<file path="config.mk">
export PLATFORM = sky130hd
export DESIGN_NAME = ulpi_link_top
export DESIGN_NICKNAME = d
export VERILOG_FILES = /design/src/logic/usb_link_pkg.sv /design/src/logic/ulpi_pkg.sv /design/src/logic/ulpi_link_top.sv /design/src/logic/line_state.sv /design/src/logic/ulpi_tx_sequencer.sv /design/src/logic/usb_interval_timer.sv /design/src/logic/ulpi_rx_cmd.sv
export SDC_FILE = /design/constraint.sdc
export NUM_CORES = 1
export LEC_CHECK = 0
export BUFFER_PORTS_ARGS = -buffer_cell sky130_fd_sc_hd__buf_2
export CORE_UTILIZATION = 30
export CTS_CLUSTER_DIAMETER = 40
export CTS_CLUSTER_SIZE = 28
export DETAILED_ROUTE_END_ITERATION = 7
export SYNTH_ARGS = -nofsm -noshare
export SYNTH_HDL_FRONTEND = slang
export SYNTH_SLANG_ARGS = --single-unit
</file>
<file path="constraint.sdc">
create_clock -name clock -period 2.5 [get_ports clock]
set_input_delay 0.25 -clock clock [delete_from_list [all_inputs] [get_ports clock]]
set_output_delay 0.25 -clock clock [all_outputs]
set_load 0.005 [all_outputs]
</file>
<file path="src/logic/usb_link_pkg.sv">
`default_nettype none

package usb_link_pkg;

  // UTMI line state as carried in RX CMD bits 1:0
  typedef logic [1:0] line_code_t;

  localparam line_code_t LINE_SE0 = 2'b00;
  localparam line_code_t LINE_J   = 2'b01;
  localparam line_code_t LINE_K   = 2'b10;

  // VBUS state from RX CMD bits 3:2
  typedef logic [1:0] vbus_code_t;
  // RX event from RX CMD bits 5:4
  typedef logic [1:0] rx_event_t;

  // Start-up sequence of the link
  typedef enum logic [3:0] {
    POWER_ON,
    FS_OTG,
    FS_FUNC,
    WAIT_SE0,
    CHIRP_MODE,
    CHIRP_K,
    CHIRP_END,
    CHIRP_KJ,
    HS_START,
    HS_MODE
  } startup_state_e;

  // Count of valid host chirps
  typedef logic [2:0] chirp_count_t;

  // Host K/J chirps needed before high speed is entered
  localparam chirp_count_t CHIRP_PAIRS_NEEDED = 3'd6;

endpackage

`default_nettype wire

</file>
<file path="src/logic/ulpi_pkg.sv">
`default_nettype none

package ulpi_pkg;

  // One byte on the ULPI data bus
  typedef logic [7:0] ulpi_byte_t;

  // Register address field of a transmit command
  typedef logic [5:0] reg_addr_t;

  // Transmit command prefixes and codes
  // Immediate register write is 10 followed by the 6-bit address
  localparam logic [1:0] TX_REG_WRITE = 2'b10;
  // NOPID transmit, the PHY sends chirp K while data stays 00
  localparam ulpi_byte_t TX_NOPID = 8'h40;

  // PHY register addresses
  localparam reg_addr_t REG_FUNC_CTRL = 6'h04;
  localparam reg_addr_t REG_OTG_CTRL  = 6'h0A;

  // Function control values
  // Full speed transceiver, normal operation
  localparam ulpi_byte_t FUNC_FS_MODE    = 8'h45;
  // High speed transceiver in chirp mode
  localparam ulpi_byte_t FUNC_CHIRP_MODE = 8'h54;
  // High speed transceiver, normal operation
  localparam ulpi_byte_t FUNC_HS_MODE    = 8'h40;

  // OTG control value, pull-downs and VBUS drive off
  localparam ulpi_byte_t OTG_DEFAULT = 8'h00;

endpackage

`default_nettype wire
</file>
<file path="src/logic/ulpi_link_top.sv">
`timescale 1ns/1ns
`default_nettype none

module ulpi_link_top #(
  parameter int unsigned COUNT_2_5US = 149,
  parameter int unsigned COUNT_1_0MS = 399
) (
  input  wire                       clock,
  input  wire                       reset,
  // PHY pins
  input  wire                       ulpi_dir_i,
  input  wire                       ulpi_nxt_i,
  input  ulpi_pkg::ulpi_byte_t      ulpi_data_i,
  output ulpi_pkg::ulpi_byte_t      ulpi_data_o,
  output logic                      ulpi_stp_o,
  // Link status
  output usb_link_pkg::line_code_t  line_state_o,
  output usb_link_pkg::vbus_code_t  vbus_state_o,
  output usb_link_pkg::rx_event_t   rx_event_o,
  output logic                      high_speed_o,
  output logic                      chirp_kj_o,
  output logic                      usb_reset_o
);

  logic                 dir_busy;
  logic                 line_changed;
  logic                 pulse_2_5us;
  logic                 pulse_1_0ms;
  logic                 timer_restart;
  // Request/done handshake toward the sequencer
  logic                 tx_req;
  logic                 tx_nopid;
  ulpi_pkg::reg_addr_t  tx_addr;
  ulpi_pkg::ulpi_byte_t tx_value;
  logic                 tx_stop;
  logic                 tx_done;

  ulpi_rx_cmd u_ulpi_rx_cmd (
    .clock          (clock),
    .reset          (reset),
    .ulpi_dir_i     (ulpi_dir_i),
    .ulpi_nxt_i     (ulpi_nxt_i),
    .ulpi_data_i    (ulpi_data_i),
    .dir_busy_o     (dir_busy),
    .line_state_o   (line_state_o),
    .vbus_state_o   (vbus_state_o),
    .rx_event_o     (rx_event_o),
    .line_changed_o (line_changed)
  );

  usb_interval_timer #(
    .COUNT_2_5US (COUNT_2_5US),
    .COUNT_1_0MS (COUNT_1_0MS)
  ) u_usb_interval_timer (
    .clock         (clock),
    .reset         (reset),
    .restart_i     (timer_restart),
    .pulse_2_5us_o (pulse_2_5us),
    .pulse_1_0ms_o (pulse_1_0ms)
  );

  ulpi_tx_sequencer u_ulpi_tx_sequencer (
    .clock       (clock),
    .reset       (reset),
    .dir_busy_i  (dir_busy),
    .ulpi_nxt_i  (ulpi_nxt_i),
    .tx_req_i    (tx_req),
    .tx_nopid_i  (tx_nopid),
    .tx_addr_i   (tx_addr),
    .tx_value_i  (tx_value),
    .tx_stop_i   (tx_stop),
    .tx_done_o   (tx_done),
    .ulpi_data_o (ulpi_data_o),
    .ulpi_stp_o  (ulpi_stp_o)
  );

  line_state u_line_state (
    .clock           (clock),
    .reset           (reset),
    .line_state_i    (line_state_o),
    .line_changed_i  (line_changed),
    .pulse_2_5us_i   (pulse_2_5us),
    .pulse_1_0ms_i   (pulse_1_0ms),
    .tx_done_i       (tx_done),
    .tx_req_o        (tx_req),
    .tx_nopid_o      (tx_nopid),
    .tx_addr_o       (tx_addr),
    .tx_value_o      (tx_value),
    .tx_stop_o       (tx_stop),
    .timer_restart_o (timer_restart),
    .high_speed_o    (high_speed_o),
    .chirp_kj_o      (chirp_kj_o),
    .usb_reset_o     (usb_reset_o)
  );

endmodule

`default_nettype wire

</file>
<file path="src/logic/line_state.sv">
`timescale 1ns/1ns
`default_nettype none

module line_state (
  input  wire                       clock,
  input  wire                       reset,
  input  usb_link_pkg::line_code_t  line_state_i,
  input  wire                       line_changed_i,
  input  wire                       pulse_2_5us_i,
  input  wire                       pulse_1_0ms_i,
  input  wire                       tx_done_i,
  output logic                      tx_req_o,
  output logic                      tx_nopid_o,
  output ulpi_pkg::reg_addr_t       tx_addr_o,
  output ulpi_pkg::ulpi_byte_t      tx_value_o,
  output logic                      tx_stop_o,
  output logic                      timer_restart_o,
  output logic                      high_speed_o,
  output logic                      chirp_kj_o,
  output logic                      usb_reset_o
);

  usb_link_pkg::startup_state_e state_q;
  usb_link_pkg::startup_state_e write_next;
  usb_link_pkg::chirp_count_t   kj_count_q;
  usb_link_pkg::chirp_count_t   kj_count_next;

  // Request for the current state already raised
  logic tx_sent_q;
  // Timer restart on entry to a timed state
  logic entry_restart_q;
  // Symbol seen, waiting for one full interval
  logic kj_armed_q;
  logic fresh_2_5us;
  logic fresh_1_0ms;
  logic kj_line;

  // Restart at wait entry and at each line change while measuring
  assign timer_restart_o = entry_restart_q ||
    (line_changed_i && (state_q == usb_link_pkg::WAIT_SE0 ||
                        state_q == usb_link_pkg::CHIRP_KJ));

  // Pulses from an interval that a restart just cut short are ignored
  assign fresh_2_5us = pulse_2_5us_i && !timer_restart_o;
  assign fresh_1_0ms = pulse_1_0ms_i && !timer_restart_o;

  assign kj_line = (line_state_i == usb_link_pkg::LINE_K) ||
                   (line_state_i == usb_link_pkg::LINE_J);

  assign kj_count_next = kj_count_q + 1'b1;

  // Transmit request contents and the state after each register write
  always_comb begin
    tx_nopid_o = 1'b0;
    tx_addr_o  = ulpi_pkg::REG_FUNC_CTRL;
    tx_value_o = ulpi_pkg::FUNC_HS_MODE;
    write_next = usb_link_pkg::HS_MODE;
    case (state_q)
      usb_link_pkg::FS_OTG: begin
        tx_addr_o  = ulpi_pkg::REG_OTG_CTRL;
        tx_value_o = ulpi_pkg::OTG_DEFAULT;
        write_next = usb_link_pkg::FS_FUNC;
      end
      usb_link_pkg::FS_FUNC: begin
        tx_value_o = ulpi_pkg::FUNC_FS_MODE;
        write_next = usb_link_pkg::WAIT_SE0;
      end
      usb_link_pkg::CHIRP_MODE: begin
        tx_value_o = ulpi_pkg::FUNC_CHIRP_MODE;
        write_next = usb_link_pkg::CHIRP_K;
      end
      usb_link_pkg::CHIRP_K, usb_link_pkg::CHIRP_END: begin
        tx_nopid_o = 1'b1;
      end
      default: begin
      end
    endcase
  end

  always_ff @(posedge clock) begin
    if (reset) begin
      state_q         <= usb_link_pkg::POWER_ON;
      tx_req_o        <= 1'b0;
      tx_sent_q       <= 1'b0;
      tx_stop_o       <= 1'b0;
      entry_restart_q <= 1'b0;
      chirp_kj_o      <= 1'b0;
      kj_armed_q      <= 1'b0;
      kj_count_q      <= '0;
    end else begin
      // Single-cycle strobes
      tx_stop_o       <= 1'b0;
      entry_restart_q <= 1'b0;
      chirp_kj_o      <= 1'b0;
      case (state_q)
        usb_link_pkg::POWER_ON: begin
          state_q <= usb_link_pkg::FS_OTG;
        end
        usb_link_pkg::FS_OTG, usb_link_pkg::FS_FUNC,
        usb_link_pkg::CHIRP_MODE, usb_link_pkg::HS_START: begin
          // Raise once, hold until done, then move on
          if (!tx_sent_q) begin
            tx_req_o  <= 1'b1;
            tx_sent_q <= 1'b1;
          end else if (tx_done_i) begin
            tx_req_o  <= 1'b0;
            tx_sent_q <= 1'b0;
            state_q   <= write_next;
            // SE0 is measured from a fresh interval
            entry_restart_q <= (write_next == usb_link_pkg::WAIT_SE0);
          end
        end
        usb_link_pkg::WAIT_SE0: begin
          // Bus reset seen for one whole 2.5 us interval
          if (fresh_2_5us && line_state_i == usb_link_pkg::LINE_SE0) begin
            state_q <= usb_link_pkg::CHIRP_MODE;
          end
        end
        usb_link_pkg::CHIRP_K: begin
          // NOPID starts chirp K and the 1.0 ms count with it
          if (!tx_sent_q) begin
            tx_req_o        <= 1'b1;
            tx_sent_q       <= 1'b1;
            entry_restart_q <= 1'b1;
          end else if (fresh_1_0ms) begin
            tx_stop_o <= 1'b1;
            state_q   <= usb_link_pkg::CHIRP_END;
          end
        end
        usb_link_pkg::CHIRP_END: begin
          if (tx_done_i) begin
            tx_req_o   <= 1'b0;
            tx_sent_q  <= 1'b0;
            kj_armed_q <= 1'b0;
            kj_count_q <= '0;
            state_q    <= usb_link_pkg::CHIRP_KJ;
          end
        end
        usb_link_pkg::CHIRP_KJ: begin
          // Each new K or J arms the check, SE0 disarms it
          if (line_changed_i) begin
            kj_armed_q <= kj_line;
          end else if (kj_armed_q && fresh_2_5us) begin
            kj_armed_q <= 1'b0;
            chirp_kj_o <= 1'b1;
            kj_count_q <= kj_count_next;
            if (kj_count_next == usb_link_pkg::CHIRP_PAIRS_NEEDED) begin
              state_q <= usb_link_pkg::HS_START;
            end
          end
        end
        usb_link_pkg::HS_MODE: begin
          state_q <= usb_link_pkg::HS_MODE;
        end
        default: begin
          state_q <= usb_link_pkg::POWER_ON;
        end
      endcase
    end
  end

  assign high_speed_o = (state_q == usb_link_pkg::HS_MODE);

  // Core is held in reset until the handshake has finished
  assign usb_reset_o = (state_q != usb_link_pkg::HS_START) &&
                       (state_q != usb_link_pkg::HS_MODE);

  // Request stays up until the sequencer answers
  req_held_until_done : assert property (
    @(posedge clock) disable iff (reset)
    $fell(tx_req_o) |-> $past(tx_done_i)
  );

endmodule

`default_nettype wire

</file>
<file path="src/logic/ulpi_tx_sequencer.sv">
`timescale 1ns/1ns
`default_nettype none

module ulpi_tx_sequencer (
  input  wire                   clock,
  input  wire                   reset,
  input  wire                   dir_busy_i,
  input  wire                   ulpi_nxt_i,
  input  wire                   tx_req_i,
  input  wire                   tx_nopid_i,
  input  ulpi_pkg::reg_addr_t   tx_addr_i,
  input  ulpi_pkg::ulpi_byte_t  tx_value_i,
  input  wire                   tx_stop_i,
  output logic                  tx_done_o,
  output ulpi_pkg::ulpi_byte_t  ulpi_data_o,
  output logic                  ulpi_stp_o
);

  // Phases of one transmit
  typedef enum logic [2:0] {
    SEQ_IDLE,
    SEQ_CMD,
    SEQ_VALUE,
    SEQ_HOLD_K,
    SEQ_STOP
  } seq_state_e;

  seq_state_e           state_q;
  ulpi_pkg::ulpi_byte_t cmd_byte;
  ulpi_pkg::ulpi_byte_t drive_byte;

  // Command byte from the request
  assign cmd_byte = tx_nopid_i ? ulpi_pkg::TX_NOPID : {ulpi_pkg::TX_REG_WRITE, tx_addr_i};

  always_ff @(posedge clock) begin
    if (reset) begin
      state_q <= SEQ_IDLE;
    end else begin
      case (state_q)
        SEQ_IDLE: begin
          // Also the restart point after the PHY took the bus
          if (tx_req_i && !dir_busy_i) begin
            state_q <= SEQ_CMD;
          end
        end
        SEQ_CMD: begin
          if (dir_busy_i) begin
            state_q <= SEQ_IDLE;
          end else if (ulpi_nxt_i) begin
            state_q <= tx_nopid_i ? SEQ_HOLD_K : SEQ_VALUE;
          end
        end
        SEQ_VALUE: begin
          if (dir_busy_i) begin
            state_q <= SEQ_IDLE;
          end else if (ulpi_nxt_i) begin
            state_q <= SEQ_STOP;
          end
        end
        SEQ_HOLD_K: begin
          // Chirp K lasts until the FSM asks for a stop
          if (dir_busy_i) begin
            state_q <= SEQ_IDLE;
          end else if (tx_stop_i) begin
            state_q <= SEQ_STOP;
          end
        end
        SEQ_STOP: begin
          state_q <= SEQ_IDLE;
        end
        default: begin
          state_q <= SEQ_IDLE;
        end
      endcase
    end
  end

  // Byte for the current phase
  always_comb begin
    case (state_q)
      SEQ_CMD:   drive_byte = cmd_byte;
      SEQ_VALUE: drive_byte = tx_value_i;
      default:   drive_byte = '0;
    endcase
  end

  // Bus idles at 00 while the PHY drives it
  assign ulpi_data_o = dir_busy_i ? '0 : drive_byte;
  assign ulpi_stp_o  = (state_q == SEQ_STOP);
  assign tx_done_o   = (state_q == SEQ_STOP);

  // Stop follows an accepted byte or a stop request, and lasts one cycle
  stp_one_cycle : assert property (
    @(posedge clock) disable iff (reset)
    ulpi_stp_o |-> $past(ulpi_nxt_i || tx_stop_i) ##1 !ulpi_stp_o
  );

  // Done answers a request that was already pending
  done_needs_req : assert property (
    @(posedge clock) disable iff (reset)
    tx_done_o |-> tx_req_i && $past(tx_req_i)
  );

endmodule

`default_nettype wire

</file>
<file path="src/logic/usb_interval_timer.sv">
`timescale 1ns/1ns
`default_nettype none

module usb_interval_timer #(
  parameter int unsigned COUNT_2_5US = 149,
  parameter int unsigned COUNT_1_0MS = 399
) (
  input  wire  clock,
  input  wire  reset,
  input  wire  restart_i,
  output logic pulse_2_5us_o,
  output logic pulse_1_0ms_o
);

  // Counter widths, at least one bit each
  localparam int FAST_W = (COUNT_2_5US > 0) ? $clog2(COUNT_2_5US + 1) : 1;
  localparam int SLOW_W = (COUNT_1_0MS > 0) ? $clog2(COUNT_1_0MS + 1) : 1;

  logic [FAST_W-1:0] fast_q;
  logic [SLOW_W-1:0] slow_q;
  logic              fast_wrap;

  // Fast counter at its last value and no restart pending
  assign fast_wrap = !restart_i && (fast_q == FAST_W'(COUNT_2_5US));

  // 2.5 us counter, one pulse per COUNT_2_5US+1 cycles
  always_ff @(posedge clock) begin
    if (reset || restart_i) begin
      fast_q        <= '0;
      pulse_2_5us_o <= 1'b0;
    end else if (fast_wrap) begin
      fast_q        <= '0;
      pulse_2_5us_o <= 1'b1;
    end else begin
      fast_q        <= fast_q + 1'b1;
      pulse_2_5us_o <= 1'b0;
    end
  end

  // 1.0 ms counter, steps on each 2.5 us wrap
  // Pulse is aligned with the 2.5 us pulse that completes the count
  always_ff @(posedge clock) begin
    if (reset || restart_i) begin
      slow_q        <= '0;
      pulse_1_0ms_o <= 1'b0;
    end else if (fast_wrap) begin
      if (slow_q == SLOW_W'(COUNT_1_0MS)) begin
        slow_q        <= '0;
        pulse_1_0ms_o <= 1'b1;
      end else begin
        slow_q        <= slow_q + 1'b1;
        pulse_1_0ms_o <= 1'b0;
      end
    end else begin
      pulse_1_0ms_o <= 1'b0;
    end
  end

  // A restart always opens a fresh interval
  no_pulse_after_restart : assert property (
    @(posedge clock) disable iff (reset)
    $past(restart_i) |-> !pulse_2_5us_o && !pulse_1_0ms_o
  );

endmodule

`default_nettype wire

</file>
<file path="src/logic/ulpi_rx_cmd.sv">
`timescale 1ns/1ns
`default_nettype none

module ulpi_rx_cmd (
  input  wire                       clock,
  input  wire                       reset,
  input  wire                       ulpi_dir_i,
  input  wire                       ulpi_nxt_i,
  input  ulpi_pkg::ulpi_byte_t      ulpi_data_i,
  output logic                      dir_busy_o,
  output usb_link_pkg::line_code_t  line_state_o,
  output usb_link_pkg::vbus_code_t  vbus_state_o,
  output usb_link_pkg::rx_event_t   rx_event_o,
  output logic                      line_changed_o
);

  // Pin registers, meant to be packed into the IOBs
  logic                 dir_q;
  logic                 nxt_q;
  ulpi_pkg::ulpi_byte_t data_q;
  // Registered dir one cycle further back, marks the turnaround cycle
  logic                 dir_prev_q;
  logic                 rx_cmd;

  always_ff @(posedge clock) begin
    dir_q      <= ulpi_dir_i;
    nxt_q      <= ulpi_nxt_i;
    data_q     <= ulpi_data_i;
    dir_prev_q <= dir_q;
  end

  // PHY owns the bus past turnaround and nxt is low
  assign rx_cmd = dir_q && dir_prev_q && !nxt_q;

  // Link must keep off the bus while dir is high or just fell
  assign dir_busy_o = ulpi_dir_i || dir_q;

  // Decoded fields, updated only by RX CMD bytes
  always_ff @(posedge clock) begin
    if (reset) begin
      line_state_o   <= usb_link_pkg::LINE_J;
      vbus_state_o   <= '0;
      rx_event_o     <= '0;
      line_changed_o <= 1'b0;
    end else begin
      // Pulse lines up with the new line state
      line_changed_o <= rx_cmd && (data_q[1:0] != line_state_o);
      if (rx_cmd) begin
        line_state_o <= data_q[1:0];
        vbus_state_o <= data_q[3:2];
        rx_event_o   <= data_q[5:4];
      end
    end
  end

  // PHY never raises nxt while dir is turning around
  nxt_quiet_in_turnaround : assert property (
    @(posedge clock) disable iff (reset)
    (ulpi_dir_i != dir_q) |-> !$rose(ulpi_nxt_i)
  );

endmodule

`default_nettype wire

</file>
==> impl_table.tex, run 1 <==
\begin{tabular}{lr}
\hline
Metric & Value \\
\hline
\multicolumn{2}{l}{\textbf{Outcome}} \\
Run status & completed \\
\multicolumn{2}{l}{\textbf{Synth}} \\
EDFF count, synth & 0 \\
Synthesis-stage register bit count & 51 \\
Proportion of synthesized chip area in sequential cells & 0.405 \\
Dominant cells by area after synthesis & dfxtp\_1 (40\%), nor2\_1 (4.0\%), mux2i\_1 (3.6\%) \\
Fraction of the mapped netlist area in simple logic gates & 0.291 \\
Number of distinct library cell variants in the gate-level netlist after synthesis & 57 \\
Complex-gate fraction of the synthesized area & 0.158 \\
Proportion of synthesized area in mux cells & 0.0357 \\
XOR/XNOR Fraction of Synth Area & 0.0382 \\
Synthesized-area fraction occupied by adder cells & 0.0298 \\
Largest family of logic cells by synthesized area & simple AND/OR/NAND/NOR gates \\
Portion of synthesized cell area occupied by the leading cell type & 0.405 \\
Top FF cell, synth & dfxtp\_1 \\
Number of cells produced by synthesis & 294 \\
Share of synthesized registers carrying an async set or reset & 0 \\
Mean area per synthesized cell & 8.58 µm² \\
Yosys warns & 0 \\
Cell Area, Synth & 2520 µm² \\
Cell type with the highest aggregate area in the netlist & dfxtp\_1 \\
Syn\_nets & 312 \\
\multicolumn{2}{l}{\textbf{Layout}} \\
Multi-input gate area in the final layout & 1400 µm² \\
Final design instance area without fill & 2860 µm² \\
Fraction of layout cells with a size suffix above 1 & 0.154 \\
Antenna diode count & 0 \\
Count of filler cells inserted in the layout & 855 \\
Fin util & 0.349 \\
Footprint of the flip-flops and latches & 1020 µm² \\
Area grow syn2layout & 13.3\% \\
Net count of the finished layout & 336 \\
\multicolumn{2}{l}{\textbf{Timing}} \\
Max transition margin & 0.528 \\
RSZ-0062 raised after global routing & no \\
Post-Route Hold Slack & 0.0474 ns \\
Final critical path time including I/O delays and setup & 2.21 ns \\
Final setup margin & 0.289 ns \\
Max Clock Freq & 0.452 GHz \\
Final setup TNS & 0 ns \\
Final Cycle Share & 0.884 \\
Final Hold Violating Endpoints & 0 \\
Number of pins with negative max-slew slack in the final report & 0 \\
Post-route clock skew & 0.00900 ns \\
Tightest Pin Transition & 0.701 ns \\
Final setup fails & 0 \\
\multicolumn{2}{l}{\textbf{Floorplan}} \\
Die Area & 8770 µm² \\
I/O pin cnt & 30 \\
Std-Cell Core Area & 8180 µm² \\
Die width & 93.7 µm \\
Cell Rows & 33 \\
Starting Density & 0.308 \\
Chip height & 93.7 µm \\
\multicolumn{2}{l}{\textbf{Worst hold path}} \\
HP Class & in -> reg \\
\multicolumn{2}{l}{\textbf{Setup path}} \\
Capturing element type of the critical path & output pin \\
Critical path fanouts, max & 14 \\
Critical path start-end classification & reg -> out \\
Worst EP required & 2.25 ns \\
Data arrival time at the worst-slack endpoint & 1.96 ns \\
Reg-to-reg slack, setup & 0.36 ns \\
Startpoint kind of the worst setup timing path & register \\
\multicolumn{2}{l}{\textbf{Global routing}} \\
GRT Residual Overflow & 0 \\
Antenna violations before repair & 0 \\
Pin count of the biggest net entering global routing & 26 \\
Total track usage & 0.124 \\
Number of global-route vias before repair & 1890 \\
Wire length of the first global-routing pass & 8.68 mm \\
\multicolumn{2}{l}{\textbf{Clock tree}} \\
Clock sink count & 51 \\
CTS Buf Count & 5 \\
Longest Clk Path Bufs & 2 \\
Worst-Skew Late Latency & 0.30 ns \\
CTS HTree Levels & 2 \\
Post-CTS sizing & 0 \\
Cts hold-fix bufs & 0 \\
CTS clk-pin slew, worst paths & 0.09 ns \\
Clock tree from TritonCTS & yes \\
\# Post-CTS Setup Buffers & 0 \\
CTS root buf & clkbuf\_8 \\
\multicolumn{2}{l}{\textbf{Drt}} \\
Iteration-0 DRC count of the detailed router & 102 \\
Post-Route WL & 5.18 mm \\
Average wire per cell in the routed design & 12.2 µm \\
Number of vias per cell & 5.05 \\
DRC errors left & 0 \\
Via count & 2135 \\
Post-route ant nets & 0 \\
Drt pass-1 iters & 4 \\
\multicolumn{2}{l}{\textbf{Power and ir drop}} \\
Power density normalized to cell area & 495 nW/µm² \\
Worst vdd ir & 315 µV \\
Total leakage power & 1.12 nW \\
\multicolumn{2}{l}{\textbf{Placement}} \\
DP Worst Slack & 0.346 ns \\
Detailed Place HPWL & 3.68 mm \\
Placed standard-cell area & 2770 µm² \\
RD Place Congestion & 0.772 \\
Port Buf Inserts & 26 \\
\multicolumn{2}{l}{\textbf{Run}} \\
Max cap viols & 0 \\
\hline
\end{tabular}
[Yosys cell counts (5+ instances only)]
| cell | number |
|---|---|
| a21oi_1 | 16 |
| and3_1 | 5 |
| clkbuf_1 | 12 |
| dfxtp_1 | 51 |
| ha_1 | 6 |
| inv_1 | 8 |
| mux2i_1 | 9 |
| nand2_1 | 9 |
| nand2b_1 | 13 |
| nand3_1 | 12 |
| nor2_1 | 27 |
| nor2b_1 | 9 |
| nor3_1 | 13 |
| nor4_1 | 5 |
| o21ai_0 | 15 |
| or2_2 | 5 |
| or3_1 | 6 |
| or4_1 | 5 |
| xnor2_1 | 5 |
| xor2_1 | 6 |
[cell usage in the layout, fill, tap and decap left out, types with 3 or more instances in the layout]
cell type and count:
dfxtp_1 51, nand4_1 3, nand3b_1 3, nand2b_1 13, inv_1 8, a21oi_1 16
xor2_1 6, ha_1 6, buf_4 8, buf_2 26, or3_1 6, a31oi_1 3
clkbuf_8 6, o31ai_1 3, a21boi_0 3, nor3_1 13, nor3b_1 3, or4_1 5
nand2_1 9, mux2i_1 9, or2_2 5, nor2_1 27, and3_1 5, nand3_1 12
xnor2_1 5, nor2b_1 9, nor4_1 5, o211ai_1 3, o21ai_0 15
[through the flow]
stage                     total power [W]  cells
after floorplan                  0.000924    294
final                             0.00141    423
after CTS                         0.00143    423
after detailed placement         0.000954    416
after global routing              0.00148    423
after global placement           0.000952    416
[state kept, by name, summed over array words and instances, names as in the netlist, 2 cells and up]
register and flops:
u_ulpi_rx_cmd.vbus_state_o 2, u_ulpi_rx_cmd.data_q 6, u_usb_interval_timer.fast_q 8, u_line_state.state_q 4, u_line_state.kj_count_q 3, u_ulpi_rx_cmd.rx_event_o 2, u_usb_interval_timer.slow_q 9, u_ulpi_tx_sequencer.state_q 3
u_ulpi_rx_cmd.line_state_o 2
[critical path, cell delays in order, from the launching register on]
cell	delay, ns
dfxtp_1	0.59
buf_4	0.25
nand2b_1	0.10
a21oi_1	0.23
nor2b_1	0.23
o21bai_1	0.13
buf_2	0.12
[routing by layer]
layer | track usage | share of wire | up-vias | wire length, µm
li1 | - | - | 1104 | -
met1 | 0.169 | 0.51 | 991 | 2620
met5 | 0 | 0 | - | 0
met2 | 0.192 | 0.44 | 31 | 2300
met4 | 0.0474 | 0.021 | 0 | 107
met3 | 0.0251 | 0.029 | 9 | 149
[cell type report]
class,count,share of cell area
Multi-Input combinational cell,218,0.489
Clock inverter,1,0.00175
Sequential cell,51,0.357
Tap cell,105,0.0460
Timing Repair Buffer,34,0.0666
Clock buffer,6,0.0289
Inverter,8,0.0105
[worst paths after layout]
check,from,cells past startpoint,to
hold reg to reg,u_ulpi_rx_cmd.dir_q,0,u_ulpi_rx_cmd.dir_prev_q
setup reg to reg,u_usb_interval_timer.fast_q[5],4,u_usb_interval_timer.slow_q[0]
setup / recovery,u_line_state.state_q[0],6,ulpi_data_o[6]
hold / removal,ulpi_data_i[1],1,u_ulpi_rx_cmd.data_q[1]
[report_power, final]
part	switching, W	internal (W)
registers	0.0000197	0.000832
logic	0.0000432	0.0000381
clock network	0.000262	0.000218
[kinds of logic (layout without fill, tap and decap cells)]
logic type	after synthesis	in the layout
buffers and inverters	25	49
adder cells (fa/ha/maj)	6	6
XOR/XNOR	11	11
AND/OR/NAND/NOR	129	129
flip-flops	51	51
AO/OA/AOI/OAI	62	62
multiplexers	9	9
other	1	1
(Power assumes the default switching activity.)
==> run 2, diff against run 1 <==
--- a/config.mk
+++ b/config.mk
@@ -5,7 +5,7 @@
 export SDC_FILE = /design/constraint.sdc
 export NUM_CORES = 1
 export LEC_CHECK = 0
-export BUFFER_PORTS_ARGS = -buffer_cell sky130_fd_sc_hd__buf_2
+export BUFFER_PORTS_ARGS = -buffer_cell sky130_fd_sc_hd__buf_4
 export CORE_UTILIZATION = 30
 export CTS_CLUSTER_DIAMETER = 40
 export CTS_CLUSTER_SIZE = 28
==> run 2 against run 1 <==
Effect of this change:
- worst setup slack got worse by 0.050 ns
- power is 0.76% lower
- sequential power about the same
- largest power group unchanged
- sequential share of layout area is 0.54 points lower
- first-iteration DRC count grew 5.9%
- utilization rose by 0.54 points
- critical endpoint is now ulpi_data_o[2]
- fmax down 2.2%
- die area is the same
- highest routed layer unchanged
- global-route usage is essentially flat
- cell count decreased by 0.24%
==> impl_table.tex, run 2 (synthesis gave the netlist of run 1 again) <==
\begin{tabular}{lr}
\hline
Metric & Value \\
\hline
\multicolumn{2}{l}{\textbf{Outcome}} \\
Run status & completed (unchanged) \\
\multicolumn{2}{l}{\textbf{Floorplan}} \\
Chip height & 93.7 µm (unchanged) \\
Die width & 93.7 µm (unchanged) \\
Std-Cell Core Area & 8180 µm² (unchanged) \\
Die Area & 8770 µm² (unchanged) \\
Starting Density & 0.308 (unchanged) \\
Cell Rows & 33 (unchanged) \\
I/O pin cnt & 30 (unchanged) \\
\multicolumn{2}{l}{\textbf{Power and ir drop}} \\
Pwr Total & 0.00140 W (was 0.00141 W) \\
Total leakage power & 1.12 nW (about the same) \\
Worst vdd ir & 367 µV (was 315 µV) \\
Power density normalized to cell area & 483 nW/µm² (was 495 nW/µm²) \\
\multicolumn{2}{l}{\textbf{Layout}} \\
Footprint of the flip-flops and latches & 1020 µm² (unchanged) \\
Antenna diode count & 0 (unchanged) \\
Count of filler cells inserted in the layout & 878 (was 855) \\
Non-filler cells in the finished layout & 422 (was 423) \\
Multi-input gate area in the final layout & 1400 µm² (unchanged) \\
Fraction of layout cells with a size suffix above 1 & 0.145 (was 0.154) \\
Most common library cell in the layout ignoring fill and taps & dfxtp\_1 (unchanged) \\
Number of flip-flops in the largest register & 9 (unchanged) \\
Leading cell types in the layout, fill and taps excluded & dfxtp\_1 (51), buf\_4 (32), nor2\_1 (27) (was dfxtp\_1 (51), nor2\_1 (27), buf\_2 (26)) \\
Biggest regs & u\_usb\_interval\_timer.slow\_q x9, u\_usb\_interval\_timer.fast\_q x8, u\_ulpi\_rx\_cmd.data\_q x6 (unchanged) \\
Fin util & 0.355 (was 0.349) \\
Net count of the finished layout & 334 (was 336) \\
Largest Register & u\_usb\_interval\_timer.slow\_q (unchanged) \\
Area grow syn2layout & 15.0\% (was 13.3\%) \\
\multicolumn{2}{l}{\textbf{Clock tree}} \\
Clock sink count & 51 (unchanged) \\
CTS HTree Levels & 2 (unchanged) \\
CTS clk-pin slew, worst paths & 0.10 ns (was 0.09 ns) \\
Clock tree from TritonCTS & yes (unchanged) \\
CTS Buf Count & 5 (unchanged) \\
CTS root buf & clkbuf\_8 (unchanged) \\
Worst-Skew Late Latency & 0.30 ns (about the same) \\
Longest Clk Path Bufs & 2 (unchanged) \\
\# Post-CTS Setup Buffers & 0 (unchanged) \\
Post-CTS sizing & 0 (unchanged) \\
Cts hold-fix bufs & 0 (unchanged) \\
\multicolumn{2}{l}{\textbf{Drt}} \\
Average wire per cell in the routed design & 12.3 µm (was 12.2 µm) \\
Via count & 2125 (was 2135) \\
Iteration-0 DRC count of the detailed router & 108 (was 102) \\
Number of vias per cell & 5.04 (was 5.05) \\
Post-Route WL & 5.19 mm (was 5.18 mm) \\
DRC errors left & 0 (unchanged) \\
Drt pass-1 iters & 4 (unchanged) \\
Post-route ant nets & 0 (unchanged) \\
\multicolumn{2}{l}{\textbf{Timing}} \\
Max transition margin & 0.488 (was 0.528) \\
Max Clock Freq & 0.442 GHz (was 0.452 GHz) \\
Final setup fails & 0 (unchanged) \\
Final Hold Violating Endpoints & 0 (unchanged) \\
Post-route clock skew & 0.00967 ns (was 0.00900 ns) \\
Tightest Pin Transition & 0.761 ns (was 0.701 ns) \\
Final critical path time including I/O delays and setup & 2.26 ns (was 2.21 ns) \\
Final setup margin & 0.239 ns (was 0.289 ns) \\
Number of pins with negative max-slew slack in the final report & 0 (unchanged) \\
RSZ-0062 raised after global routing & no (unchanged) \\
Final Cycle Share & 0.904 (was 0.884) \\
Final setup TNS & 0 ns (unchanged) \\
\multicolumn{2}{l}{\textbf{Setup path}} \\
Worst EP required & 2.25 ns (about the same) \\
Cell type group with the largest total delay on the critical path & simple AND/OR/NAND/NOR gates (was flip-flops) \\
Depth of the critical timing path with buffers and inverters included & 5 (was 6) \\
WP buf/inv & 1 (was 2) \\
Cells on worst reg2reg path & 4 (unchanged) \\
Cell with the biggest individual delay on the critical path & dfxtp\_1 (unchanged) \\
Ordered list of cells on the worst path & or2\_2 > or4\_1 > o21ai\_0 > o21a\_1 > buf\_4 (was buf\_4 > nand2b\_1 > a21oi\_1 > nor2b\_1 > o21bai\_1 > buf\_2) \\
Critical path start-end classification & reg -> out (unchanged) \\
Startpoint kind of the worst setup timing path & register (unchanged) \\
Critical path fanouts, max & 18 (was 14) \\
Capturing element type of the critical path & output pin (unchanged) \\
Max stage delay on crit path & 0.49 ns (was 0.59 ns) \\
Data arrival time at the worst-slack endpoint & 2.01 ns (was 1.96 ns) \\
\multicolumn{2}{l}{\textbf{Global routing}} \\
Wire length of the first global-routing pass & 8.80 mm (was 8.68 mm) \\
Pin count of the biggest net entering global routing & 26 (unchanged) \\
GRT Residual Overflow & 0 (unchanged) \\
Total track usage & 0.125 (was 0.124) \\
Antenna violations before repair & 0 (unchanged) \\
Number of global-route vias before repair & 1953 (was 1890) \\
\multicolumn{2}{l}{\textbf{Placement}} \\
Detailed Place HPWL & 3.62 mm (was 3.68 mm) \\
Port Buf Inserts & 26 (unchanged) \\
DP Worst Slack & 0.335 ns (was 0.346 ns) \\
RD Place Congestion & 0.786 (was 0.772) \\
Cell Count Post-Placement & 414 (was 416) \\
\multicolumn{2}{l}{\textbf{Run}} \\
Max cap viols & 0 (unchanged) \\
\multicolumn{2}{l}{\textbf{Worst hold path}} \\
Count of cells along the worst hold path & 1 (unchanged) \\
HP Class & in -> reg (unchanged) \\
\hline
\end{tabular}
==> run 2: final cells by class <==
type,count,share of cell area
Inverter,8,0.0104
Sequential cell,51,0.352
Multi-Input combinational cell,218,0.481
Clock buffer,7,0.0263
Clock inverter,1,0.00173
Timing Repair Buffer,32,0.0828
Tap cell,105,0.0453
==> run 2: final timing paths <==
kind | start | slack (ns) | end
setup reg to reg | u_usb_interval_timer.fast_q[5] | 0.30 | u_usb_interval_timer.slow_q[0]
hold / removal | ulpi_data_i[4] | 0.05 | u_ulpi_rx_cmd.data_q[4]
hold reg to reg | u_ulpi_rx_cmd.dir_q | 0.41 | u_ulpi_rx_cmd.dir_prev_q
setup / recovery | u_line_state.state_q[0] | 0.24 | ulpi_data_o[2]
==> run 2: routing by layer <==
metal,part of all wire,vias up,GRT usage
met4,0.015,0,0.0462
li1,-,1105,-
met5,0,-,0
met2,0.45,34,0.205
met3,0.030,5,0.0259
met1,0.50,981,0.161
==> run 2: power breakdown <==
group          switching [W]  internal [W]
logic              0.0000429     0.0000439
clock network       0.000265      0.000197
registers          0.0000209      0.000832
total               0.000329       0.00107
==> run 2: metrics by stage <==
stage / hold slack [ns] / area, µm²
6_report: 0.0486 / 2900
5_1_grt: 0.0343 / 2900
4_1_cts: 0.0341 / 2900
3_5_place_dp: 0.355 / 2820
3_3_place_gp: 0.355 / 2820
2_1_floorplan: 0.278 / 2520
==> run 3, diff against run 2 <==
--- a/config.mk
+++ b/config.mk
@@ -5,6 +5,7 @@
 export SDC_FILE = /design/constraint.sdc
 export NUM_CORES = 1
 export LEC_CHECK = 0
+export ABC_AREA = 1
 export BUFFER_PORTS_ARGS = -buffer_cell sky130_fd_sc_hd__buf_4
 export CORE_UTILIZATION = 30
 export CTS_CLUSTER_DIAMETER = 40
==> run 3 against run 2 <==
Effect of this change:
- clock skew decreased by 0.00068 ns
- sequential power grew 13%
- flip-flop and latch count stayed put
- clock power grew 13%
- via count grew 1.0%
- utilization is 1.1 points higher
- wire length down 4.5%
- non-clock buffer count shrank 6
- sequential share of layout area grew 0.59 points
- power up 53%
- critical path type unchanged
- critical endpoint is now ulpi_data_o[6]
- largest cell class unchanged
- largest power group unchanged
==> impl_table.tex, run 3 <==
\begin{tabular}{lr}
\hline
Metric & Value \\
\hline
\multicolumn{2}{l}{\textbf{Outcome}} \\
Run status & completed (unchanged) \\
\multicolumn{2}{l}{\textbf{Layout}} \\
Biggest regs & u\_usb\_interval\_timer.slow\_q x9, u\_usb\_interval\_timer.fast\_q x8, u\_ulpi\_rx\_cmd.data\_q x6 (unchanged) \\
Area grow syn2layout & 16.4\% (was 15.0\%) \\
Net count of the finished layout & 389 (was 334) \\
Largest Register & u\_usb\_interval\_timer.slow\_q (unchanged) \\
Antenna diode count & 0 (unchanged) \\
Footprint of the flip-flops and latches & 1020 µm² (unchanged) \\
Multi-input gate area in the final layout & 1210 µm² (was 1400 µm²) \\
Number of flip-flops in the largest register & 9 (unchanged) \\
Final design instance area without fill & 2850 µm² (was 2900 µm²) \\
Fraction of layout cells with a size suffix above 1 & 0.167 (was 0.145) \\
Most common library cell in the layout ignoring fill and taps & nand2\_1 (was dfxtp\_1) \\
Count of filler cells inserted in the layout & 833 (was 878) \\
Leading cell types in the layout, fill and taps excluded & nand2\_1 (67), nor2\_1 (56), dfxtp\_1 (51) (was dfxtp\_1 (51), buf\_4 (32), nor2\_1 (27)) \\
\multicolumn{2}{l}{\textbf{Placement}} \\
Detailed Place HPWL & 3.87 mm (was 3.62 mm) \\
Placed standard-cell area & 2750 µm² (was 2820 µm²) \\
Port Buf Inserts & 26 (unchanged) \\
RD Place Congestion & 0.781 (was 0.786) \\
\multicolumn{2}{l}{\textbf{Global routing}} \\
Wire length of the first global-routing pass & 8.58 mm (was 8.80 mm) \\
GRT Residual Overflow & 0 (unchanged) \\
Total track usage & 0.124 (was 0.125) \\
Pin count of the biggest net entering global routing & 20 (was 26) \\
Antenna violations before repair & 0 (unchanged) \\
Number of global-route vias before repair & 1990 (was 1953) \\
\multicolumn{2}{l}{\textbf{Synth}} \\
EDFF count, synth & 0 (unchanged) \\
Portion of synthesized cell area occupied by the leading cell type & 0.417 (was 0.405) \\
Share of synthesized registers carrying an async set or reset & 0 (unchanged) \\
Number of distinct library cell variants in the gate-level netlist after synthesis & 37 (was 57) \\
Ranking of synthesized cells by instance count & nand2\_1 (67), nor2\_1 (56), dfxtp\_1 (51), inv\_1 (44), a21oi\_1 (20) (was dfxtp\_1 (51), nor2\_1 (27), a21oi\_1 (16), o21ai\_0 (15)) \\
Top FF cell, synth & dfxtp\_1 (unchanged) \\
Cell type with the highest aggregate area in the netlist & dfxtp\_1 (unchanged) \\
Yosys warns & 0 (unchanged) \\
Top-count cell post-synth & nand2\_1 (was dfxtp\_1) \\
Mean area per synthesized cell & 7.16 µm² (was 8.58 µm²) \\
Number of cells produced by synthesis & 342 (was 294) \\
Synthesis-stage register bit count & 51 (unchanged) \\
Proportion of synthesized chip area in sequential cells & 0.417 (was 0.405) \\
Cell Area, Synth & 2450 µm² (was 2520 µm²) \\
Syn\_nets & 360 (was 312) \\
Dominant cells by area after synthesis & dfxtp\_1 (42\%), nand2\_1 (10\%), nor2\_1 (8.6\%) (was dfxtp\_1 (40\%), nor2\_1 (4.0\%), mux2i\_1 (3.6\%)) \\
\multicolumn{2}{l}{\textbf{Floorplan}} \\
Chip height & 92.4 µm (was 93.7 µm) \\
Die width & 92.4 µm (was 93.7 µm) \\
Std-Cell Core Area & 7810 µm² (was 8180 µm²) \\
I/O pin cnt & 30 (unchanged) \\
Starting Density & 0.314 (was 0.308) \\
Cell Rows & 32 (was 33) \\
Die Area & 8530 µm² (was 8770 µm²) \\
\multicolumn{2}{l}{\textbf{Clock tree}} \\
Post-CTS sizing & 0 (unchanged) \\
Cts hold-fix bufs & 0 (unchanged) \\
CTS Buf Count & 5 (unchanged) \\
CTS clk-pin slew, worst paths & 0.11 ns (was 0.10 ns) \\
CTS HTree Levels & 2 (unchanged) \\
Clock tree from TritonCTS & yes (unchanged) \\
Clock sink count & 51 (unchanged) \\
Worst-Skew Late Latency & 0.31 ns (was 0.30 ns) \\
Longest Clk Path Bufs & 2 (unchanged) \\
CTS root buf & clkbuf\_8 (unchanged) \\
\# Post-CTS Setup Buffers & 0 (unchanged) \\
\multicolumn{2}{l}{\textbf{Worst hold path}} \\
HP Class & in -> reg (unchanged) \\
\multicolumn{2}{l}{\textbf{Drt}} \\
DRC errors left & 0 (unchanged) \\
Via count & 2147 (was 2125) \\
Met1 Wirelength & 2.43 mm (was 2.62 mm) \\
Drt pass-1 iters & 4 (unchanged) \\
Post-route ant nets & 0 (unchanged) \\
Max layer used & met4 (unchanged) \\
Iteration-0 DRC count of the detailed router & 59 (was 108) \\
Wire length on met2 & 2.28 mm (was 2.34 mm) \\
Post-Route WL & 4.96 mm (was 5.19 mm) \\
Average wire per cell in the routed design & 10.5 µm (was 12.3 µm) \\
Met3 WL post-DR & 188 µm (was 158 µm) \\
Number of vias per cell & 4.53 (was 5.04) \\
\multicolumn{2}{l}{\textbf{Timing}} \\
Post-route clock skew & 0.00899 ns (was 0.00967 ns) \\
Final setup TNS & 0 ns (unchanged) \\
Max Clock Freq & 0.522 GHz (was 0.442 GHz) \\
Number of pins with negative max-slew slack in the final report & 0 (unchanged) \\
Final Hold Violating Endpoints & 0 (unchanged) \\
Final Cycle Share & 0.766 (was 0.904) \\
Final setup fails & 0 (unchanged) \\
RSZ-0062 raised after global routing & no (unchanged) \\
Final critical path time including I/O delays and setup & 1.91 ns (was 2.26 ns) \\
\multicolumn{2}{l}{\textbf{Setup path}} \\
Critical path fanouts, max & 6 (was 18) \\
Data arrival time at the worst-slack endpoint & 1.66 ns (was 2.01 ns) \\
Worst EP required & 2.25 ns (about the same) \\
Capturing element type of the critical path & output pin (unchanged) \\
Reg-to-reg slack, setup & 0.94 ns (was 0.30 ns) \\
Startpoint kind of the worst setup timing path & register (unchanged) \\
Critical path start-end classification & reg -> out (unchanged) \\
\multicolumn{2}{l}{\textbf{Power and ir drop}} \\
Worst vdd ir & 264 µV (was 367 µV) \\
Power density normalized to cell area & 751 nW/µm² (was 483 nW/µm²) \\
Total leakage power & 1.21 nW (was 1.12 nW) \\
\multicolumn{2}{l}{\textbf{Run}} \\
Max cap viols & 0 (unchanged) \\
\hline
\end{tabular}
## run 3: cell count changes after synthesis, moves of 10 or more
cell | before | now
clkbuf_1 | 12 | 2
nor2_1 | 27 | 56
nand2_1 | 9 | 67
inv_1 | 8 | 44
nand2b_1 | 13 | 0
## run 3: cell families after synthesis
family                   after synthesis  share of synthesized area
AND/OR/NAND/NOR                      175                      0.333
buffers and inverters                 57                     0.0904
flip-flops                            51                      0.417
AO/OA/AOI/OAI                         48                      0.113
adder cells (fa/ha/maj)                6                     0.0306
XOR/XNOR                               4                     0.0143
other                                  1                    0.00153
## run 3: per-stage QoR
stage / std cells / hold slack (ns) / utilization / setup WS [ns] / power, W
after floorplan: 342 / 0.278 / - / 1.08 / 0.00149
final: 474 / 0.0329 / 0.365 / 0.586 / 0.00214
after detailed placement: 466 / 0.356 / 0.352 / 0.929 / 0.00164
after global routing: 474 / 0.00626 / 0.365 / 0.444 / 0.00233
after global placement: 466 / 0.355 / 0.352 / 0.963 / 0.00162
after CTS: 474 / 0.0175 / 0.365 / 0.568 / 0.00217
## run 3: where the power goes
group / switching [W] / internal, W
combinational: 0.000422 / 0.000240
clock: 0.000308 / 0.000213
sequential: 0.0000717 / 0.000888
## run 3: cell type report
type                            count  area share
Clock inverter                      3      0.0118
Timing Repair Buffer               26      0.0684
Inverter                           53      0.0697
Tap cell                          102      0.0447
Sequential cell                    51       0.358
Multi-Input combinational cell    234       0.423
Clock buffer                        5      0.0241
## run 3: metal layers
metal | track usage | vias up
met2 | 0.206 | 42
li1 | - | 1148
met5 | 0 | -
met4 | 0.0430 | 0
met1 | 0.156 | 952
met3 | 0.0279 | 5
## run 3: critical path, cell delays in order, from the launching register on
cell,delay [ns]
dfxtp_1,0.45
inv_2,0.07
nand2_1,0.13
inv_1,0.05
nor2_1,0.28
nand2_1,0.14
o21ai_0,0.11
buf_4,0.14
## run 3: final timing paths
path | start | to | cells after the start
setup / recovery | u_line_state.state_q[1] | ulpi_data_o[6] | 7
hold / removal | ulpi_data_i[2] | u_ulpi_rx_cmd.data_q[2] | 1
setup reg to reg | u_usb_interval_timer.fast_q[0] | u_usb_interval_timer.slow_q[7] | 9
hold reg to reg | u_ulpi_rx_cmd.dir_q | u_ulpi_rx_cmd.dir_prev_q | 0
